`src/verilog/lineCarPkg.sv`:
```
`default_nettype none

package lineCarPkg;

    // Sensor bits as {left, mid, right}
    typedef enum logic [2:0] {
        errorRoad    = 3'b000,
        rightLittle  = 3'b001,
        straightRoad = 3'b010,
        rightRoad    = 3'b011,
        leftLittle   = 3'b100,
        turn101      = 3'b101,
        leftRoad     = 3'b110,
        turn111      = 3'b111
    } roadPattern;

    typedef enum logic [4:0] {
        idle        = 5'd0,
        start       = 5'd1,
        count       = 5'd2,
        straight    = 5'd3,
        choose      = 5'd4,
        left        = 5'd5,
        right       = 5'd6,
        back        = 5'd7,
        littleLeft  = 5'd8,
        littleRight = 5'd9,
        finish      = 5'd29,
        stop        = 5'd30,
        error       = 5'd31
    } driveState;

    typedef struct packed {
        logic cp1;
        logic cp2;
        logic cp3;
        logic cp4;
        logic cp5;
    } checkPoints;

    typedef struct packed {
        driveState  state;
        driveState  storeState;
        checkPoints cp;
        logic [1:0] rightCount;
    } routeStatus;

    typedef struct packed {
        logic [3:0] num0;
        logic [3:0] num1;
        logic [3:0] num2;
        logic [3:0] num3;
    } digitCodes;

    typedef struct packed {
        logic [4:0] stateLamps;
        logic       gapHigh;
        logic [5:0] motion;
        logic       gapLow;
        logic [2:0] road;
    } ledFrame;

    // Symbol codes beyond the decimal digits
    localparam logic [3:0] codeBar   = 4'd10;
    localparam logic [3:0] codeDash  = 4'd11;
    localparam logic [3:0] codeIdleA = 4'd12;
    localparam logic [3:0] codeIdleB = 4'd13;
    localparam logic [3:0] codeIdleC = 4'd14;
    localparam logic [3:0] codeRight = 4'd15;

    localparam int distanceWidth = 20;

endpackage

`default_nettype wire
```
`src/verilog/lineCar.sv`:
```
`timescale 1ns/100ps
`default_nettype none

module lineCar #(
    parameter int countCycles    = 100000000,
    parameter int stopCycles     = 50000000,
    parameter int backCycles     = 25000000,
    parameter int lampCycles     = 30000000,
    parameter int finishDistance = 2
) (
    input  logic                               clk,
    input  logic                               rst,
    input  logic                               leftTrack,
    input  logic                               midTrack,
    input  logic                               rightTrack,
    input  logic                               run,
    input  logic [lineCarPkg::distanceWidth-1:0] distance,
    output lineCarPkg::ledFrame                led,
    output lineCarPkg::digitCodes              digits
);
    import lineCarPkg::*;

    roadPattern road;
    routeStatus status;
    logic       runSync;
    logic       near;
    logic       countEn;
    logic       stopEn;
    logic       backEn;
    logic       countDone;
    logic       countFlash;
    logic [1:0] countPhase;
    logic       restart;
    logic       backFlash;

    // Obstacle closer than the threshold
    assign near = (distance < distanceWidth'(finishDistance));

    inputSync sync_i (
        .clk       (clk),
        .rst       (rst),
        .leftTrack (leftTrack),
        .midTrack  (midTrack),
        .rightTrack(rightTrack),
        .run       (run),
        .road      (road),
        .runSync   (runSync)
    );

    routeFsm fsm_i (
        .clk      (clk),
        .rst      (rst),
        .road     (road),
        .runSync  (runSync),
        .near     (near),
        .countDone(countDone),
        .restart  (restart),
        .status   (status),
        .countEn  (countEn),
        .stopEn   (stopEn),
        .backEn   (backEn)
    );

    phaseTimer #(.length(countCycles)) countTimer_i (
        .clk   (clk),
        .rst   (rst),
        .enable(countEn),
        .done  (countDone),
        .flash (countFlash),
        .phase (countPhase)
    );

    phaseTimer #(.length(stopCycles)) stopTimer_i (
        .clk   (clk),
        .rst   (rst),
        .enable(stopEn),
        .done  (restart),
        .flash (),
        .phase ()
    );

    phaseTimer #(.length(backCycles)) backTimer_i (
        .clk   (clk),
        .rst   (rst),
        .enable(backEn),
        .done  (),
        .flash (backFlash),
        .phase ()
    );

    statusDisplay #(.lampCycles(lampCycles)) display_i (
        .clk       (clk),
        .rst       (rst),
        .status    (status),
        .road      (road),
        .near      (near),
        .countPhase(countPhase),
        .countFlash(countFlash),
        .backFlash (backFlash),
        .restart   (restart),
        .led       (led),
        .digits    (digits)
    );

endmodule

`default_nettype wire

```
`src/verilog/statusDisplay.sv`:
```
`timescale 1ns/100ps
`default_nettype none

module statusDisplay #(
    parameter int lampCycles = 30000000
) (
    input  logic                   clk,
    input  logic                   rst,
    input  lineCarPkg::routeStatus status,
    input  lineCarPkg::roadPattern road,
    input  logic                   near,
    input  logic [1:0]             countPhase,
    input  logic                   countFlash,
    input  logic                   backFlash,
    input  logic                   restart,
    output lineCarPkg::ledFrame    led,
    output lineCarPkg::digitCodes  digits
);
    import lineCarPkg::*;

    localparam int lampWidth = $clog2(lampCycles + 1);

    logic [lampWidth-1:0] lampCnt;
    logic [2:0]           chooseLamp;
    ledFrame              frame;

    // Symbol for the resume target
    function automatic logic [3:0] resumeCode(driveState s);
        case (s)
            idle:     return codeIdleA;
            straight: return 4'd1;
            left:     return codeIdleB;
            right:    return codeRight;
            back:     return codeDash;
            default:  return 4'd0;
        endcase
    endfunction

    always_ff @(posedge clk or posedge rst) begin
        if (rst) begin
            lampCnt    <= '0;
            chooseLamp <= 3'b001;
        end else if (status.state == choose) begin
            if (lampCnt == lampWidth'(lampCycles - 1)) begin
                lampCnt    <= '0;
                chooseLamp <= {chooseLamp[1:0], chooseLamp[2]};
            end else begin
                lampCnt <= lampCnt + 1'b1;
            end
        end else begin
            lampCnt    <= '0;
            chooseLamp <= 3'b001;
        end
    end

    always_comb begin
        frame.gapHigh = 1'b0;
        frame.gapLow  = 1'b0;
        frame.road    = road;
        case (status.state)
            idle:     frame.stateLamps = 5'b00000;
            start:    frame.stateLamps = 5'b00001;
            count:    frame.stateLamps = 5'b00010;
            straight: frame.stateLamps = 5'b01000;
            choose:   frame.stateLamps = {chooseLamp, 2'b00};
            left:     frame.stateLamps = 5'b10000;
            right:    frame.stateLamps = 5'b00100;
            stop:     frame.stateLamps = 5'b11100;
            back:     frame.stateLamps = 5'b01010;
            error:    frame.stateLamps = 5'b11111;
            default:  frame.stateLamps = 5'b00000;
        endcase
        case (status.state)
            count:    frame.motion = countFlash ? 6'b000000 : 6'b111111;
            straight: frame.motion = 6'b001100;
            right:    frame.motion = 6'b000011;
            left:     frame.motion = 6'b110000;
            stop:     frame.motion = 6'b111111;
            back:     frame.motion = {6{~backFlash}};
            default:  frame.motion = 6'b000000;
        endcase
    end

    // Obstacle lights everything
    assign led = near ? ledFrame'('1) : frame;

    always_comb begin
        case (status.state)
            idle:   digits = '{4'd1, codeIdleA, codeIdleB, codeIdleC};
            start:  digits = '{codeDash, codeDash, codeDash, codeDash};
            count:  digits = '{codeDash, codeDash, codeDash, 4'd3 - {2'b00, countPhase}};
            straight, littleLeft, littleRight:
                digits = '{codeBar, 4'd2, codeDash, {3'b000, status.cp.cp2}};
            choose: digits = '{codeBar, 4'd1, codeDash, {3'b000, status.cp.cp1}};
            left:   digits = '{codeBar, 4'd3, codeDash, {3'b000, status.cp.cp3}};
            right: begin
                digits.num0 = 4'd4;
                digits.num1 = {3'b000, status.cp.cp4};
                digits.num2 = codeDash;
                digits.num3 = (status.rightCount >= 2'd2) ? 4'd2 :
                              {2'b00, status.rightCount};
            end
            back:   digits = '{codeDash, 4'd0, 4'd0, resumeCode(status.storeState)};
            stop: begin
                digits.num0 = {3'b000, restart};
                digits.num1 = 4'd0;
                digits.num2 = 4'd0;
                digits.num3 = resumeCode(status.storeState);
            end
            finish: digits = '{codeBar, codeBar, codeBar, codeBar};
            default: digits = '0;
        endcase
    end

endmodule

`default_nettype wire

```
`src/verilog/routeFsm.sv`:
```
`timescale 1ns/100ps
`default_nettype none

module routeFsm (
    input  logic                   clk,
    input  logic                   rst,
    input  lineCarPkg::roadPattern road,
    input  logic                   runSync,
    input  logic                   near,
    input  logic                   countDone,
    input  logic                   restart,
    output lineCarPkg::routeStatus status,
    output logic                   countEn,
    output logic                   stopEn,
    output logic                   backEn
);
    import lineCarPkg::*;

    driveState  state;
    driveState  nextState;
    driveState  lastState;
    driveState  storeState;
    driveState  transitionState;
    checkPoints cp;
    logic       pop;
    logic       popNext;
    logic [1:0] rightCount;
    logic       rightDone;
    logic       right111;
    logic       right111Prev;
    logic       straightGroup;

    assign straightGroup = (state == straight) || (state == littleLeft) ||
                           (state == littleRight);
    assign right111 = (state == right) && (road == turn111);

    always_ff @(posedge clk or posedge rst) begin
        if (rst) begin
            state     <= idle;
            lastState <= idle;
        end else if (!runSync) begin
            state <= idle;
        end else if (near) begin
            state <= finish;
        end else begin
            state     <= nextState;
            lastState <= state;
        end
    end

    always_comb begin
        nextState = state;
        case (state)
            idle:  if (runSync) nextState = start;
            start: if (road == straightRoad) nextState = count;
            count: if (countDone) nextState = straight;
            straight, littleLeft, littleRight: begin
                case (road)
                    rightRoad, rightLittle: nextState = littleRight;
                    leftRoad, leftLittle:   nextState = littleLeft;
                    errorRoad:              nextState = stop;
                    turn111:                nextState = cp.cp2 ? choose : straight;
                    default:                nextState = straight;
                endcase
            end
            choose: begin
                if (road == turn101)
                    nextState = stop;
                else if (road == turn111 && cp.cp1)
                    nextState = straight;
            end
            left: begin
                if ((road == turn101 && cp.cp5) || (road == turn111 && cp.cp3))
                    nextState = stop;
            end
            right: begin
                if (road == turn101 && rightDone)
                    nextState = error;
                else if (road == turn111 && cp.cp4 && rightDone)
                    nextState = stop;
            end
            back:  if (road == turn111) nextState = stop;
            stop:  if (restart) nextState = storeState;
            error: if (!runSync) nextState = idle;
            default: nextState = state;
        endcase
    end

    // Where to go once the stop pause ends
    always_comb begin
        transitionState = storeState;
        popNext         = pop;
        case (state)
            straight, littleLeft, littleRight:
                transitionState = (road == errorRoad) ? back : straight;
            choose:
                transitionState = (road == turn101) ? left : choose;
            left: begin
                if (road == turn101)
                    transitionState = right;
                else if (road == turn111)
                    transitionState = straight;
                else
                    transitionState = left;
            end
            right:
                transitionState = (road == turn111) ? straight : right;
            back: begin
                if (road == turn111 && !pop) begin
                    transitionState = left;
                    popNext         = 1'b1;
                end else if (road == turn111) begin
                    transitionState = right;
                end
            end
            default: transitionState = storeState;
        endcase
    end

    always_ff @(posedge clk or posedge rst) begin
        if (rst) begin
            cp         <= '0;
            pop        <= 1'b0;
            storeState <= left;
        end else begin
            storeState <= transitionState;
            pop        <= popNext;

            if (state == choose && road != turn111)
                cp.cp1 <= 1'b1;
            else if (state != choose)
                cp.cp1 <= 1'b0;

            if (lastState == count || (straightGroup && road != turn111))
                cp.cp2 <= 1'b1;
            else if (!straightGroup)
                cp.cp2 <= 1'b0;

            if (state == left && road != turn111)
                cp.cp3 <= 1'b1;
            else if (state != left)
                cp.cp3 <= 1'b0;

            if (state == right && road != turn111)
                cp.cp4 <= 1'b1;
            else if (state != right)
                cp.cp4 <= 1'b0;

            if (state == left && road != turn101)
                cp.cp5 <= 1'b1;
            else if (state != left)
                cp.cp5 <= 1'b0;
        end
    end

    // Counts 111 crossings in the right branch
    always_ff @(posedge clk or posedge rst) begin
        if (rst) begin
            rightCount   <= 2'd0;
            rightDone    <= 1'b0;
            right111Prev <= 1'b0;
        end else begin
            right111Prev <= right111;
            if (state != right) begin
                rightCount <= 2'd0;
                rightDone  <= 1'b0;
            end else begin
                if (cp.cp4 && right111 && !right111Prev && rightCount != 2'd3)
                    rightCount <= rightCount + 2'd1;
                if (rightCount >= 2'd2)
                    rightDone <= 1'b1;
            end
        end
    end

    assign countEn = (state == count);
    assign stopEn  = (state == stop);
    assign backEn  = (state == back);

    always_comb begin
        status.state      = state;
        status.storeState = storeState;
        status.cp         = cp;
        status.rightCount = rightCount;
    end

endmodule

`default_nettype wire

```
`src/verilog/phaseTimer.sv`:
```
`timescale 1ns/100ps
`default_nettype none

module phaseTimer #(
    parameter int length = 16
) (
    input  logic       clk,
    input  logic       rst,
    input  logic       enable,
    output logic       done,
    output logic       flash,
    output logic [1:0] phase
);
    localparam int cntWidth   = $clog2(length + 1);
    localparam int halfLength = (length / 2 > 0) ? length / 2 : 1;
    localparam int halfWidth  = $clog2(halfLength + 1);

    logic [cntWidth-1:0]  cnt;
    logic [halfWidth-1:0] halfCnt;

    always_ff @(posedge clk or posedge rst) begin
        if (rst) begin
            cnt     <= '0;
            halfCnt <= '0;
            flash   <= 1'b0;
        end else if (!enable) begin
            cnt     <= '0;
            halfCnt <= '0;
            flash   <= 1'b0;
        end else begin
            // Saturates at length
            if (cnt != cntWidth'(length))
                cnt <= cnt + 1'b1;
            if (halfCnt == halfWidth'(halfLength - 1)) begin
                halfCnt <= '0;
                flash   <= ~flash;
            end else begin
                halfCnt <= halfCnt + 1'b1;
            end
        end
    end

    assign done = (cnt == cntWidth'(length));

    always_comb begin
        if (cnt >= cntWidth'(3 * length / 4))
            phase = 2'd3;
        else if (cnt >= cntWidth'(length / 2))
            phase = 2'd2;
        else if (cnt >= cntWidth'(length / 4))
            phase = 2'd1;
        else
            phase = 2'd0;
    end

endmodule

`default_nettype wire

```
`src/verilog/inputSync.sv`:
```
`timescale 1ns/100ps
`default_nettype none

module inputSync (
    input  logic                   clk,
    input  logic                   rst,
    input  logic                   leftTrack,
    input  logic                   midTrack,
    input  logic                   rightTrack,
    input  logic                   run,
    output lineCarPkg::roadPattern road,
    output logic                   runSync
);
    import lineCarPkg::*;

    logic [3:0] stage1;
    logic [3:0] stage2;

    always_ff @(posedge clk or posedge rst) begin
        if (rst) begin
            stage1 <= '0;
            stage2 <= '0;
        end else begin
            stage1 <= {leftTrack, midTrack, rightTrack, run};
            stage2 <= stage1;
        end
    end

    assign road    = roadPattern'(stage2[3:1]);
    assign runSync = stage2[0];

endmodule

`default_nettype wire

```
`config.mk`:
```
export PLATFORM = sky130hd
export DESIGN_NAME = lineCar
export DESIGN_NICKNAME = d
export VERILOG_FILES = /design/src/verilog/lineCarPkg.sv /design/src/verilog/lineCar.sv /design/src/verilog/statusDisplay.sv /design/src/verilog/routeFsm.sv /design/src/verilog/phaseTimer.sv /design/src/verilog/inputSync.sv
export SDC_FILE = /design/constraint.sdc
export NUM_CORES = 1
export LEC_CHECK = 0
export ABC_AREA = 1
export BUFFER_PORTS_ARGS = -buffer_cell sky130_fd_sc_hd__buf_2
export CAP_MARGIN = 20
export CELL_PAD_IN_SITES_DETAIL_PLACEMENT = 2
export CELL_PAD_IN_SITES_GLOBAL_PLACEMENT = 2
export CORE_MARGIN = 2
export CORE_UTILIZATION = 35
export DETAILED_ROUTE_END_ITERATION = 8
export GPL_TIMING_DRIVEN = 0
export PLACE_DENSITY_LB_ADDON = 0.1
export SLEW_MARGIN = 20
export SYNTH_ARGS = -nofsm -noshare
export SYNTH_HDL_FRONTEND = slang
export SYNTH_HIERARCHICAL = 1
export SYNTH_SLANG_ARGS = --single-unit
```
`constraint.sdc`:
```
create_clock -name clk -period 4.7 [get_ports clk]
set_clock_uncertainty 0.1 [all_clocks]
set_input_delay 0.94 -clock clk [delete_from_list [all_inputs] [get_ports clk]]
set_output_delay 0.94 -clock clk [all_outputs]
set_load 0.03 [all_outputs]
```
Word-level counts from Yosys, hierarchy flattened
Index checks and enable logic that the tools add are counted.
- eq/ne operators: 52
- muxes and demuxes: 61
- bitwise operators: 3
- reductions and logical operators: 39
- add/subtract/negate cells: 7
- order comparisons: 5
- operator list (operator ; number):
    one-hot mux 16 bit (10 select lines) ; 1
    two-way mux 26 bit ; 4
    one-hot mux 5 bit (9 select lines) ; 2
    two-way mux 5 bit ; 14
    two-way mux 27 bit ; 2
    adder 26 x 1 -> 26 bit (second input constant) ; 2
    == test 26 bit (second input constant) ; 2
    two-way mux 25 bit ; 2
    two-way mux 24 bit ; 2
    one-hot mux 6 bit (6 select lines) ; 1
    == test 5 x 3 -> 1 bit (second input constant) ; 7
    adder 27 x 1 -> 27 bit (second input constant) ; 1
    == test 27 bit (second input constant) ; 1
    greater-or-equal comparator 27 x 25 -> 1 bit (second input constant) ; 1
    greater-or-equal comparator 27 x 26 -> 1 bit (second input constant) ; 1
    greater-or-equal comparator 27 bit (second input constant) ; 1
    inequality test 27 bit (second input constant) ; 1
    inequality test 26 bit (second input constant) ; 1
    adder 25 x 1 -> 25 bit (second input constant) ; 1
    == test 25 bit (second input constant) ; 1
    one-hot mux 5 bit (5 select lines) ; 1
    adder 24 x 1 -> 24 bit (second input constant) ; 1
    == test 24 bit (second input constant) ; 1
    == test 5 x 2 -> 1 bit (second input constant) ; 4
    other kinds (36) ; 112
- output and inout bits: 32
- logic and storage cells: 189
- input bits: 26
- register bits after elaboration: 166

Longest topological paths before layout
- word-level depth: 8
- gate-level depth with buffers: 15
- depth with buffers taken out: 14

Cells and area by module
Netlist, hierarchy kept.
- modules (own cells, without submodules) (module ; cells each ; area an instance (µm²) ; times used ; sequential area each (µm²)):
    phaseTimer (countTimer_i) ; 548 ; 3592.2 ; 1 ; 1351.3
    phaseTimer (stopTimer_i) ; 512 ; 3498.4 ; 1 ; 1301.2
    phaseTimer (backTimer_i) ; 504 ; 3298.2 ; 1 ; 1251.2
    statusDisplay ; 357 ; 2218.4 ; 1 ; 701.9
    routeFsm ; 218 ; 1576.5 ; 1 ; 578.1
    inputSync ; 9 ; 203.9 ; 1 ; 200.2
    lineCar ; 15 ; 71.3 ; 1 ; 0.0

Least setup slack after synthesis
Ideal clock, no wire load.
- path kind: input port to output port
- start: input port distance[5] in the netlist's numbering
- end: output port led[5] in the netlist's numbering
- setup slack: 1453 ps
- data required time: 3660 ps
- cell stages on the path: 8
- data arrival time: 2207 ps
- path buffers: 1
- cell sequence: nor2_1 nand2_1 nor2_1 nand2_1 nor2_1 inv_1 nand3_1 buf_4
- RTL lines (item ; RTL line ; source):
    start: declaration ; lineCar.sv:17 ; input logic [lineCarPkg::distanceWidth-1:0] distance,
    end: declaration ; lineCar.sv:18 ; output lineCarPkg::ledFrame led,

==> out/qor.txt <==
Result of the run: complete, no violations
Worst vdd ir: 0.3863 mV
Data required time of the worst path: 3660 ps
Vias in the first global route: 11831
GRT busiest layer: met2
Initial core utilization: 35.73%
Post-Synthesis Mean Instance Area: 6.730 um2
Switching fraction of total power: 33.83%
Setup Fix Bufs, Post-CTS: 0
Global-route total usage across every layer: 23.70%
Ratio of final minimum period to clock period: 82.38%
Psw: 1.370 mW
Internal power component: 2.680 mW
Buffer levels on the longest clock path: 2
Final RePlAce weighted congestion: 0.8394
Most common cell after layout, fill and taps aside: sky130_fd_sc_hd__nand2_1
Part of the total power dissipated in sequential elements: 37.5%
Share of layout cells above drive strength 1: 14.41%
Final setup violation count: 0
Area growth from synthesis to final layout: 13.74%
Total power per unit cell area: 325.0 nW/um2
Crit start category: primary input
Number of input and output port buffers inserted: 56
Worst max-slew margin expressed relative to the limit: 42.98%
Total clock buffers created by CTS: 17
Post-CTS sizing: 0
Wire length of the first global-routing pass: 62060 um
Placement row count: 64
Placed cell area: 11790 um2
RSZ-0062 raised after global routing: false
Total grt overflow: 0
Filler cell count: 3813
Count of maximum capacitance violations: 0
Count of inserted antenna diode cells: 0
Critical R2R Capture: fsm_i/state[1]$_DFFE_PP0P_
Skew-Pair Late Insertion Delay: 440 ps
Core area: 30670 um2
Die width: 180.9 um
Maximum clock frequency: 258.3 MHz
Arrival @ worst endpoint: 2830 ps
DRC marker count from the first detailed-route iteration: 467
I/O pins: 58
Clock net sink count: 164
Final instance area: 12460 um2
Clock tree from TritonCTS: yes
Total die area: 32740 um2
Commonest cells after routing, fill and taps aside: sky130_fd_sc_hd__nand2_1, sky130_fd_sc_hd__nor2_1, sky130_fd_sc_hd__inv_1, sky130_fd_sc_hd__dfrtp_1, sky130_fd_sc_hd__nand3_1
Die H: 180.9 um
Number of cells produced by synthesis: 1628
Number of pins with negative max-slew slack in the final report: 0
Routing usage on met3: 3.104%
GR Layer Usage met1: 31.21%
Type of the tightest min-delay check: flop to flop
Clock transition at the registers of the reported paths: 60 ps
Detailed Place HPWL: 29490 um
Met2 usage in global routing: 41.61%
Routed WL: 37690 um
Clk Tree Root Cell: sky130_fd_sc_hd__clkbuf_16
Shortest period the worst path allows: 3872 ps
TNS Setup: 0 ps
Worst-path maximum fanout: 9
Remaining routing DRC violations: 0
Initial antenna violation count: 0
Largest net degree at the start of global routing: 42
Count of vias placed by the detailed router: 10745
Power share of the clock group: 39.1%
Final-report hold violation count: 0
Reg-to-reg critical path startpoint: stopTimer_i/cnt[20]$_DFFE_PP0P_
Worst R2R Setup Slack: 2000 ps
Worst r2r path cells: 12
Number of H-tree levels: 4
Post-cts hold buffer count: 0
Count of nets after finishing: 1743
DRT antenna net count: 0
Startpoint of the most critical setup path: distance[6]
Total power draw: 4.050 mW
Number of detailed-routing iterations run before antenna repair: 5
Total of warnings raised by yosys: 6
Post-detailed-route wirelength per cell: 17.80 um
Detailed-route vias per instance: 5.076
Worst setup path endpoint: led[9]
Comb power frac: 23.4%
Post-layout util: 40.63%
Type of element capturing the critical path: output port
Type of the worst setup path: primary input to output port
Lkg Pwr: 5.527 nW
Combined area of all synthesized cells: 10960 um2
Transition at the pin with the smallest max-transition slack: 847.5 ps
==> critical path, cell delays in order <==
cell and delay, ps:
sky130_fd_sc_hd__buf_2 100, sky130_fd_sc_hd__nor2_1 90, sky130_fd_sc_hd__nand2_1 50, sky130_fd_sc_hd__nor2_1 100, sky130_fd_sc_hd__nand2_1 80, sky130_fd_sc_hd__nor2_1 650
sky130_fd_sc_hd__inv_1 290, sky130_fd_sc_hd__nand3_1 210, sky130_fd_sc_hd__buf_4 120, sky130_fd_sc_hd__buf_2 180
==> metal layers <==
layer	vias up	part of all wire [%]
met5	-	0
met4	0	1.1
met3	24	2.0
met2	94	50
met1	5383	47
li1	5244	-
==> through the flow <==
stage,setup WS [ps],hold WS [ps],instances
after floorplan,1453,231.2,1629
after global placement,826.2,233.0,2081
after detailed placement,751.1,236.4,2083
after CTS,748.6,251.3,2115
after global routing,619.1,272.7,2117
final,828.0,248.0,2117
==> registers in the layout (all words and copies together) (netlist names), 2 cells and up <==
register / flops
countTimer_i/cnt: 27
countTimer_i/halfCnt: 26
stopTimer_i/cnt: 26
display_i/lampCnt: 25
backTimer_i/halfCnt: 24
fsm_i/lastState: 5
fsm_i/state: 5
fsm_i/status: 5
sync_i/stage1: 4
sync_i/stage2: 4
display_i/chooseLamp: 3
fsm_i/storeState: 3
fsm_i/rightCount: 2
==> area by class of cell <==
cell class                      count  area (um2)  area share (%)
Tap cell                          396       495.5           3.976
Inverter                          206       778.2           6.245
Buffer                             35       224.0           1.797
Timing Repair Buffer               60       361.6           2.902
Clock buffer                       23       467.9           3.755
Sequential cell                   164        4108           32.96
Clock inverter                      9       173.9           1.396
Multi-Input combinational cell   1224        5853           46.97
==> how the worst min path moves through the flow <==
stage	slack [ps]	cells past startpoint	to	start
CTS	250	0	sync_i/stage2[3]$_DFF_PP0_	sync_i/stage1[3]$_DFF_PP0_
floorplan	230	0	sync_i/stage2[0]$_DFF_PP0_	sync_i/stage1[0]$_DFF_PP0_
global placement	230	0	sync_i/stage2[1]$_DFF_PP0_	sync_i/stage1[1]$_DFF_PP0_
global route	270	0	sync_i/stage2[3]$_DFF_PP0_	sync_i/stage1[3]$_DFF_PP0_
detailed placement	240	0	sync_i/stage2[3]$_DFF_PP0_	sync_i/stage1[3]$_DFF_PP0_
finish	250	0	sync_i/stage2[3]$_DFF_PP0_	sync_i/stage1[3]$_DFF_PP0_
==> power by group through the flow <==
stage	sequential (mW)	clock, mW	combinational [mW]
after detailed placement	1.54	0	0.949
after global placement	1.54	0	0.924
after CTS	1.52	1.63	0.956
after global routing	1.52	1.68	1.03
final	1.52	1.58	0.948
after floorplan	1.52	0	0.634
Power figures use the tool's default switching activity.
